[config.mk]
export PLATFORM = sky130hd
export DESIGN_NAME = freelist_manager
export DESIGN_NICKNAME = d
export VERILOG_FILES = /design/src/design/freelist_pkg.sv /design/src/design/free_entry_picker.sv /design/src/design/alloc_stage_reg.sv /design/src/design/freelist_manager.sv
export SDC_FILE = /design/constraint.sdc
export NUM_CORES = 1
export LEC_CHECK = 0
export BUFFER_PORTS_ARGS = -buffer_cell sky130_fd_sc_hd__buf_2
export CORE_MARGIN = 2
export CORE_UTILIZATION = 55
export DETAILED_ROUTE_END_ITERATION = 12
export PLACE_DENSITY = 0.82
export SKIP_CTS_REPAIR_TIMING = 1
export SLEW_MARGIN = 20
export SYNTH_ARGS = -nofsm -noshare
export SYNTH_HDL_FRONTEND = slang
export SYNTH_SLANG_ARGS = --single-unit
[constraint.sdc]
create_clock -name clk -period 4.2 [get_ports clk]
set_input_delay 1.05 -clock clk [delete_from_list [all_inputs] [get_ports clk]]
set_output_delay 1.05 -clock clk [all_outputs]
set_load 0.03 [all_outputs]
[src/design/freelist_pkg.sv]
// **************************************************
// Free list pool definitions
// **************************************************

package freelist_pkg;

  // Number of tags in the pool
  // It must stay above twice the number of allocation ports, since each port
  // can park two tags in its staging register and the pool still has to
  // have tags left to hand out after that
  localparam int NUM_ENTRIES = 16;

  // Number of ports that hand out tags with a valid/ready handshake
  localparam int NUM_ALLOC_PORTS = 2;

  // Number of ports that return tags with a plain valid strobe
  localparam int NUM_DEALLOC_PORTS = 2;

  // Width of a binary tag, log2 of the pool size
  localparam int ENTRY_ID_WIDTH = $clog2(NUM_ENTRIES);

  // A binary tag as it travels on the allocation and deallocation ports
  typedef logic [ENTRY_ID_WIDTH-1:0] entry_id_t;

  // A set of tags with one bit per tag
  // The same type carries the free vector, the masked vector and the one-hot
  // picks, so bit i always stands for tag i
  typedef logic [NUM_ENTRIES-1:0] entry_vec_t;

endpackage

[src/design/free_entry_picker.sv]
// **************************************************
// Lowest free tag picker
// **************************************************

`timescale 1ns/1ps

module free_entry_picker (
  input  freelist_pkg::entry_vec_t masked_free,
  output freelist_pkg::entry_vec_t pick_onehot,
  output freelist_pkg::entry_id_t  pick_id,
  output logic                     found
);

  // Isolate the lowest set bit
  // Adding one to the inverted vector carries through the low ones of the
  // inverted value and stops at the first free tag, so the AND keeps only
  // that single bit
  // An all-zero input gives an all-zero pick
  assign pick_onehot = masked_free & (~masked_free + freelist_pkg::entry_vec_t'(1));

  // Any free tag at all means this port has something to stage
  assign found = |masked_free;

  // Turn the one-hot pick into a binary tag
  // Since at most one bit of the pick is set, an OR of the matching indices
  // yields that index and nothing else
  // With no pick the tag reads as zero, which is harmless since found is low
  always_comb begin
    pick_id = '0;
    for (int i = 0; i < freelist_pkg::NUM_ENTRIES; i++) begin
      if (pick_onehot[i]) begin
        pick_id = pick_id | freelist_pkg::entry_id_t'(i);
      end
    end
  end

endmodule

[src/design/alloc_stage_reg.sv]
// **************************************************
// Allocation staging register
// **************************************************

`timescale 1ns/1ps

module alloc_stage_reg (
  input  logic                    clk,
  input  logic                    rst_n,

  // Push side, fed from the free vector picker
  input  logic                    push_valid,
  output logic                    push_ready,
  input  freelist_pkg::entry_id_t push_entry_id,

  // Pop side, seen by the consumer as the allocation port
  output logic                    pop_valid,
  input  logic                    pop_ready,
  output freelist_pkg::entry_id_t pop_entry_id
);

  // The main register always holds the oldest staged tag
  // The skid register catches a second tag while the main one is stalled
  logic                    main_valid;
  logic                    skid_valid;
  freelist_pkg::entry_id_t main_id;
  freelist_pkg::entry_id_t skid_id;

  // Handshake completions on either side
  logic push_fire;
  logic pop_fire;

  // Load selects for the two payload registers
  logic main_from_skid;
  logic main_from_push;
  logic skid_from_push;

  logic main_valid_next;
  logic skid_valid_next;

  // Ready comes straight from the skid flag, so the push side sees no
  // combinational path from pop_ready
  // The skid is only ever full while the main register is also full, so
  // an empty skid means fewer than two tags are held
  assign push_ready = !skid_valid;

  // The consumer sees only the main register
  assign pop_valid    = main_valid;
  assign pop_entry_id = main_id;

  assign push_fire = push_valid && push_ready;
  assign pop_fire  = main_valid && pop_ready;

  // When the main tag leaves and a second tag is waiting, the waiting one
  // moves up
  // A push cannot happen in that cycle since the skid was full
  assign main_from_skid = pop_fire && skid_valid;

  // A new tag goes straight to main when main is empty or is being popped
  // in the same cycle, which keeps a full-rate stream free of bubbles
  assign main_from_push = push_fire && (!main_valid || pop_fire);

  // A new tag parks in the skid when main is held by back-pressure
  assign skid_from_push = push_fire && main_valid && !pop_fire;

  always_comb begin
    main_valid_next = main_valid;
    skid_valid_next = skid_valid;

    if (main_from_skid || main_from_push) begin
      main_valid_next = 1'b1;
    end else if (pop_fire) begin
      main_valid_next = 1'b0;
    end

    if (skid_from_push) begin
      skid_valid_next = 1'b1;
    end else if (main_from_skid) begin
      skid_valid_next = 1'b0;
    end
  end

  always_ff @(posedge clk or negedge rst_n) begin
    if (!rst_n) begin
      main_valid <= 1'b0;
      skid_valid <= 1'b0;
    end else begin
      main_valid <= main_valid_next;
      skid_valid <= skid_valid_next;
    end
  end

  // Tag payloads only load when their valid flag is being set, so the
  // presented tag holds steady for as long as the consumer stalls
  always_ff @(posedge clk) begin
    if (main_from_skid) begin
      main_id <= skid_id;
    end else if (main_from_push) begin
      main_id <= push_entry_id;
    end

    if (skid_from_push) begin
      skid_id <= push_entry_id;
    end
  end

endmodule

[src/design/freelist_manager.sv]
// **************************************************
// Free list manager top level
// **************************************************

`timescale 1ns/1ps

module freelist_manager (
  input  logic                                                    clk,
  input  logic                                                    rst_n,

  // Allocation ports, one handshake per port
  output logic [freelist_pkg::NUM_ALLOC_PORTS-1:0]                alloc_valid,
  input  logic [freelist_pkg::NUM_ALLOC_PORTS-1:0]                alloc_ready,
  output freelist_pkg::entry_id_t [freelist_pkg::NUM_ALLOC_PORTS-1:0] alloc_entry_id,

  // Deallocation ports, a plain strobe with no back-pressure
  input  logic [freelist_pkg::NUM_DEALLOC_PORTS-1:0]              dealloc_valid,
  input  freelist_pkg::entry_id_t [freelist_pkg::NUM_DEALLOC_PORTS-1:0] dealloc_entry_id
);

  // Every tag lives in exactly one place at any time
  // It is either in the unstaged free vector, in one of the staging
  // registers, or held by a consumer after allocation
  // Only the first of those is tracked here, the staging registers track
  // the second, and the consumers own the third

  // Tags that are free and not yet parked in any staging register
  freelist_pkg::entry_vec_t unstaged_free;
  freelist_pkg::entry_vec_t unstaged_free_next;

  // Bits to drop this cycle because a stage took the tag
  freelist_pkg::entry_vec_t push_clear;

  // Bits to raise this cycle because a consumer gave the tag back
  freelist_pkg::entry_vec_t dealloc_set;

  // Push side of each staging register
  logic [freelist_pkg::NUM_ALLOC_PORTS-1:0]                    push_valid;
  logic [freelist_pkg::NUM_ALLOC_PORTS-1:0]                    push_ready;
  freelist_pkg::entry_id_t [freelist_pkg::NUM_ALLOC_PORTS-1:0] push_entry_id;

  // The same picks in one-hot form, used both for masking lower-priority
  // ports and for clearing the free vector
  freelist_pkg::entry_vec_t [freelist_pkg::NUM_ALLOC_PORTS-1:0] push_onehot;

  for (genvar p = 0; p < freelist_pkg::NUM_ALLOC_PORTS; p++) begin : gen_alloc_port

    // Free tags as this port is allowed to see them
    freelist_pkg::entry_vec_t masked_free;

    // Port 0 sees the whole free vector
    // Every later port loses the tag that each earlier port is about to take,
    // which is what gives the lower port numbers fixed priority
    // An earlier port with a full stage takes nothing, so it masks nothing
    // and its pick stays available to the ports behind it
    always_comb begin
      masked_free = unstaged_free;
      for (int j = 0; j < p; j++) begin
        if (push_ready[j]) begin
          masked_free = masked_free & ~push_onehot[j];
        end
      end
    end

    // The lowest visible tag is offered to this port's stage
    // push_valid drops when a higher port took the last tag, and the offered
    // tag can move down when a lower tag is returned, both without a push
    free_entry_picker u_picker (
      .masked_free (masked_free),
      .pick_onehot (push_onehot[p]),
      .pick_id     (push_entry_id[p]),
      .found       (push_valid[p])
    );

    // Two-deep staging so that a consumer can take a tag every cycle while
    // the pick for the next one is already under way
    alloc_stage_reg u_stage (
      .clk           (clk),
      .rst_n         (rst_n),
      .push_valid    (push_valid[p]),
      .push_ready    (push_ready[p]),
      .push_entry_id (push_entry_id[p]),
      .pop_valid     (alloc_valid[p]),
      .pop_ready     (alloc_ready[p]),
      .pop_entry_id  (alloc_entry_id[p])
    );

  end

  // Collect the tags that move into the staging registers on this edge
  // The masking above guarantees that two ports never push the same tag
  always_comb begin
    push_clear = '0;
    for (int p = 0; p < freelist_pkg::NUM_ALLOC_PORTS; p++) begin
      if (push_valid[p] && push_ready[p]) begin
        push_clear = push_clear | push_onehot[p];
      end
    end
  end

  // Decode the returned tags into a set
  // Each strobe names one held tag, and the user keeps the ports from
  // naming the same tag twice in a cycle
  always_comb begin
    dealloc_set = '0;
    for (int d = 0; d < freelist_pkg::NUM_DEALLOC_PORTS; d++) begin
      if (dealloc_valid[d]) begin
        dealloc_set = dealloc_set | (freelist_pkg::entry_vec_t'(1) << dealloc_entry_id[d]);
      end
    end
  end

  // A returned tag is never free in the same cycle, so it cannot also be
  // in push_clear and the order of set and clear does not matter
  // The returned tag is visible to the pickers right after the edge, so it
  // may be staged again on the next cycle
  assign unstaged_free_next = (unstaged_free | dealloc_set) & ~push_clear;

  // The whole pool starts free with both stages empty
  always_ff @(posedge clk or negedge rst_n) begin
    if (!rst_n) begin
      unstaged_free <= '1;
    end else begin
      unstaged_free <= unstaged_free_next;
    end
  end

endmodule

# Word level (Yosys, flattened, before mapping)
# Index checks and enable logic that the tools add are counted.
[classes]
addsub = 2
shifts = 2
mux = 47
bitwise = 11
reduce_logical = 30
[op_table]
columns = ["operator", "count"]
rows = [
  ["16-bit two-way mux", 5],
  ["4-bit two-way mux", 20],
  ["16-bit bitwise AND", 4],
  ["16-bit inverter", 4],
  ["16-bit OR", 3],
  ["16-bit by 1-bit adder with 16-bit output (second input constant)", 2],
  ["16-bit OR reduction", 2],
  ["1-bit by 4-bit left shift with 16-bit output (first input constant)", 2],
  ["3-bit two-way mux", 8],
  ["1-bit logical AND", 12],
  ["2-bit nonzero test", 6],
  ["1-bit two-way mux", 10],
  ["2-bit two-way mux", 4],
  ["1-bit zero test", 6],
  ["1-bit logical OR", 4],
]
[word_totals]
ff_bits = 36
in_bits = 14
output_inout_bits = 10
elab_cells = 101

# Depth between registers and ports, before layout
[depth]
ltp_word = 26
ltp_mapped = 11
ltp_nobuf = 7

# Modules after synthesis
# A second synthesis with hierarchy kept.
[unflattened]
cells_unflattened = 262
hier_area_um2 = 2539.9
[modules_own_cells]
columns = ["module", "n_inst", "cells_each", "area_each_um2", "seq_area_each_um2"]
rows = [
  ["freelist_manager", 1, 108, 1083.5, 420.4],
  ["alloc_stage_reg", 2, 25, 399.1, 290.3],
  ["free_entry_picker", 2, 52, 329.1, 0.0],
]

# Worst setup path before layout
# OpenSTA, ideal clock, no wires.
[synth_path]
path_kind = "reg2reg"
startpoint = "register unstaged_free[1] (netlist: gen_alloc_port[0].masked_free[1])"
endpoint = "register gen_alloc_port[1].u_stage.main_id[1], data pin"
setup_time_ns = 0.152
arrival_ns = 2.888
t_required_ns = 4.048
setup_slack_ns = 1.160
stages_incl_launch_ff = 12
n_path_buf = 4
period_less_slack_ns = 3.040
cell_sequence = "dfstp_2 > buf_2 > or4_1 > buf_2 > or3_1 > buf_6 > o21ai_4 > or4b_1 > buf_2 > or3_1 > o211a_1 > a31oi_1"
[synth_via]
elab_chain_cells = 25
[synth_lines]
columns = ["element", "line_no", "rtl"]
rows = [
  ["start: declaration", "freelist_manager.sv:28", "freelist_pkg::entry_vec_t unstaged_free;"],
  ["start signal: assignment", "freelist_manager.sv:124", "unstaged_free <= unstaged_free_next;"],
  ["16-bit inverter", "free_entry_picker.sv:19", "assign pick_onehot = masked_free & (~masked_free + freelist_pkg::entry_vec_t'(1));"],
  ["16-bit by 1-bit adder with 16-bit output", "free_entry_picker.sv:19", ""],
  ["16-bit bitwise AND", "free_entry_picker.sv:19", ""],
  ["16-bit inverter", "freelist_manager.sv:60", "masked_free = masked_free & ~push_onehot[j];"],
  ["16-bit bitwise AND", "freelist_manager.sv:60", ""],
  ["16-bit two-way mux (*)", "freelist_manager.sv:59", "if (push_ready[j]) begin"],
  ["16-bit inverter", "free_entry_picker.sv:19", ""],
  ["16-bit by 1-bit adder with 16-bit output", "free_entry_picker.sv:19", ""],
  ["16-bit bitwise AND (*)", "free_entry_picker.sv:19", ""],
  ["2-bit two-way mux (2 in a row)", "free_entry_picker.sv:31", "if (pick_onehot[i]) begin"],
  ["3-bit two-way mux (4 in a row)", "free_entry_picker.sv:31", ""],
  ["4-bit two-way mux (7 in a row)", "free_entry_picker.sv:31", ""],
  ["4-bit two-way mux (*)", "free_entry_picker.sv:31", ""],
  ["4-bit two-way mux (*)", "alloc_stage_reg.sv:98", "end else if (main_from_push) begin"],
  ["4-bit two-way mux (*)", "alloc_stage_reg.sv:96", "if (main_from_skid) begin"],
  ["end signal: assignment", "alloc_stage_reg.sv:97", "main_id <= skid_id;"],
  ["end signal: assignment", "alloc_stage_reg.sv:99", "main_id <= push_entry_id;"],
  ["end: declaration", "alloc_stage_reg.sv:26", "freelist_pkg::entry_id_t main_id;"],
]
# Every way passes the cells marked *; elsewhere a longest branch is shown, timed or not. The select of a mux whose other input is x is not followed.
# A chain may end at the register's enable or synchronous reset.

# Worst setup path in the final report
[layout_path]
startpoint = "register unstaged_free[2] (netlist: gen_alloc_port[0].masked_free[2])"
endpoint = "register gen_alloc_port[1].u_stage.skid_valid"
[layout_via]
elab_chain_cells = 11
word_cells_on_any_way = 12
cone_classes = "add/sub (1); mux (2); bitwise (4); reduce/logical (5)"
[layout_lines]
columns = ["element", "line_no", "rtl"]
rows = [
  ["16-bit inverter", "free_entry_picker.sv:19", ""],
  ["16-bit by 1-bit adder with 16-bit output", "free_entry_picker.sv:19", ""],
  ["16-bit bitwise AND", "free_entry_picker.sv:19", ""],
  ["16-bit inverter", "freelist_manager.sv:60", ""],
  ["16-bit bitwise AND", "freelist_manager.sv:60", ""],
  ["16-bit two-way mux (*)", "freelist_manager.sv:59", ""],
  ["16-bit OR reduction (*)", "free_entry_picker.sv:22", "assign found = |masked_free;"],
  ["1-bit logical AND (*)", "alloc_stage_reg.sv:51", "assign push_fire = push_valid && push_ready;"],
  ["1-bit logical AND (*) (2 in a row)", "alloc_stage_reg.sv:64", "assign skid_from_push = push_fire && main_valid && !pop_fire;"],
  ["net gen_alloc_port[1].u_stage.skid_from_push", "alloc_stage_reg.sv:36", "logic skid_from_push;"],
  ["1-bit two-way mux / 2-bit nonzero test (equally long branches)", "--", ""],
  ["end signal: assignment", "alloc_stage_reg.sv:89", "skid_valid <= skid_valid_next;"],
  ["end: declaration", "alloc_stage_reg.sv:25", "logic skid_valid;"],
]
# Mark *: on every way through the listed nets, which the timed path passes. The rest lies on a longest branch.

==> run_results.csv <==
group,metric,value,unit
pwr,cellPowerDensity,851.3,nW/um^2
sta,worst_slew_pin_slew,0.6834,ns
clock_tree,htree_num_levels,2,
setup_path,cp-end-kind,"flop",
layout,area_delta_synth_final,8.144,%
layout,drive_above_1_share,19.53,%
synthesis,async_flop_share,55.56,%
sta,post-route-period-util,82.16,%
placed_design,dp_hpwl,4.805,mm
routing,drt-vias-per-instance,6.699,
routing,drc_errors,0,
setup_path,critical_path.cell_chain,"or4_1, or3_1, o21ai_4, or4b_1, o21ai_1, nor2_1, a21o_1",
die,die_height,71.07,um
grt,grt_pass1_wl,10.22,mm
clock_tree,cts_tree,"yes",
clock_tree,cts_sinks,36,
synthesis,synthMostInstantiatedCell,"nor2_1",
setup_path,crit_path_start_kind,"flop",
run,drv_cap,0,
clock_tree,insertion_delay,0.29,ns
synthesis,syn_inst,287,
routing,drt_first_pass_iters,5,
routing,finalWirelength,6.366,mm
synthesis,netlist_area,2474,um^2
sta,fmax,289.8,MHz
routing,ant_nets,0,
hold_path,hp-class,"flop to flop",
grt,grt_usage,26.05,%
die,fp-row-count,24,
clock_tree,cts_buffer_depth,2,
pwr,p_int,1.227,mW
placed_design,io_buffers,23,
sta,slew_headroom,54.23,%
die,pin_count,24,
clock_tree,root_buffer,"clkbuf_8",
pwr,power_frac_comb,49.3,%
die,start_util,56.81,%
routing,first_iter_violations,282,
sta,drv_slew,0,
synthesis,netlist-cell-type-count,56,
die,die-area,5050,um^2
placed_design,gp_congestion,1.011,
synthesis,synth_flop_cell,"edfxtp_1",
layout,final_util,61.44,%
routing,vias,2338,
pwr,p_sw,1.050,mW
grt,grt_max_degree,25,
synthesis,synth_top_area_cell,"edfxtp_1",
grt,antenna_found_initial,0,
setup_path,crit_fanout,12,
pwr,clkPwrFrac,13.2,%
sta,finalCriticalPeriod,3.451,ns
sta,finalSetupViolations,0,
grt,overflow,0,
clock_tree,cts.clk_slew.worst_paths,0.07,ns
setup_path,crit_path_max_incr_delay,0.62,ns
pwr,ir_drop,0.0002958,V
synthesis,synthTopCellsByCount,"nor2_1, nand2_1, clkbuf_1",
synthesis,ys_warn_count,0,
synthesis,ys_seq_area_share,40.47,%
grt,grt_pass1_vias,2112,
layout,fin_nets,310,
pwr,swShare,46.12,%
pwr,p_total,2.277,mW
die,die_x,71.07,um
sta,finalSetupTns,0,ns
setup_path,cp_data_arrival_time,3.64,ns
clock_tree,cts_buffers,5,
setup_path,slowest_stage,"or4b_1",
sta,rsz0062_at_grt,"no",
status,run_status,"finished, final reports clean",
layout,diodes,0,
synthesis,syn_avg_cell_area,8.619,um^2
synthesis,syn-num-nets,301,
sta,hold_violations,0,
synthesis,synth.top_cell.area_share,19.42,%
setup_path,required,4.39,ns
pwr,leakage,1.017,nW
die,core,4354,um^2
sta,skew,0.004483,ns
synthesis,synth-seq-cells,36,
setup_path,worst-setup-path-type,"flop to flop",
routing,wire_per_inst,18.24,um
synthesis,ys_top_cells_by_area,"edfxtp_1, dfstp_2, nor2_1",
pwr,seqPwrFrac,37.5,%
synthesis,synth-edff-count,16,
routing by layer:
layer | global-route usage [%] | part of all wire [%] | vias up
li1 | - | - | 1115
met1 | 35.25 | 43 | 1080
met2 | 39.98 | 46 | 123
met3 | 3.989 | 6.9 | 20
met4 | 14.68 | 3.9 | 0
met5 | 0 | 0 | -
area by class of cell:
type | instances | area [um^2]
repair buffers | 25 | 130.1
inverters | 9 | 33.78
fillers | 384 | 1679
multi-input cells | 219 | 1334
flip-flops and latches | 36 | 1001
well taps | 52 | 65.06
clock inverters | 3 | 42.54
clock buffers | 5 | 68.82
power groups by stage:
stage	clock network [mW]	registers (mW)	logic [mW]
global route	0.321	0.882	1.22
detailed placement	0	0.851	1.10
finish	0.301	0.855	1.12
CTS	0.308	0.848	1.10
global placement	0	0.848	1.10
floorplan	0	0.796	0.866
sequential cells by signal, indices dropped and copies added (netlist names):
name	count
gen_alloc_port.u_stage.skid_id	8
gen_alloc_port.u_stage.pop_valid	2
gen_alloc_port.u_stage.pop_entry_id	8
gen_alloc_port.masked_free	16
gen_alloc_port.u_stage.skid_valid	2
layout by cell type (no fill, tap or decap), drive strengths merged, types with 7 or more instances in the layout:
| cell | instances |
|---|---|
| a21oi | 16 |
| inv | 9 |
| a31oi | 9 |
| buf | 25 |
| nand3 | 8 |
| nor3 | 11 |
| dfstp | 16 |
| o21ai | 15 |
| o22ai | 9 |
| nor2b | 7 |
| edfxtp | 16 |
| a221oi | 8 |
| nand2 | 23 |
| nor2 | 36 |
logic make-up after synthesis:
kind of cell	synth area share [%]
simple gates	23.98
flops	40.47
mux	2.276
fa+ha+maj	0.8093
buf+inv	5.614
xor+xnor	0.7083
compound gates	26.15
stage by stage:
step / area (um^2) / worst slack (ns) / hold slack [ns] / cells
3_5_place_dp: 2564 / 0.8294 / 0.5355 / 341
5_1_grt: 2675 / 0.5607 / 0.5664 / 349
3_3_place_gp: 2564 / 0.9548 / 0.5318 / 341
2_1_floorplan: 2474 / 1.160 / 0.5076 / 287
4_1_cts: 2675 / 0.8209 / 0.5490 / 349
6_report: 2675 / 0.7494 / 0.5472 / 349
critical path, delay by kind of cell (launching register included):
kind,cells,cell delay [ns]
AOI/OAI and AO/OA,3,0.94
DFF,1,0.43
and+or+nand+nor,4,1.97
path summary, 6_finish.rpt:
path,from,to,slack (ns),cells past startpoint
worst max-delay path,gen_alloc_port[0].masked_free[2]$_DFF_PN1_,gen_alloc_port[1].u_stage.skid_valid$_DFFE_PN0P_,0.75,7
worst max register to register,gen_alloc_port[0].masked_free[2]$_DFF_PN1_,gen_alloc_port[1].u_stage.skid_valid$_DFFE_PN0P_,0.75,7
min in group asynchronous,rst_n,gen_alloc_port[1].u_stage.pop_valid$_DFFE_PN0P_,0.71,1
max in group asynchronous,rst_n,gen_alloc_port[0].masked_free[12]$_DFF_PN1_,3.14,1
worst min register to register,gen_alloc_port[0].u_stage.skid_id[1]$_DFFE_PP_,gen_alloc_port[0].u_stage.pop_entry_id[1]$_DFFE_PP_,0.55,1
worst min-delay path,gen_alloc_port[0].u_stage.skid_id[1]$_DFFE_PP_,gen_alloc_port[0].u_stage.pop_entry_id[1]$_DFFE_PP_,0.55,1
No activity file was read; power rests on OpenSTA's default activity.
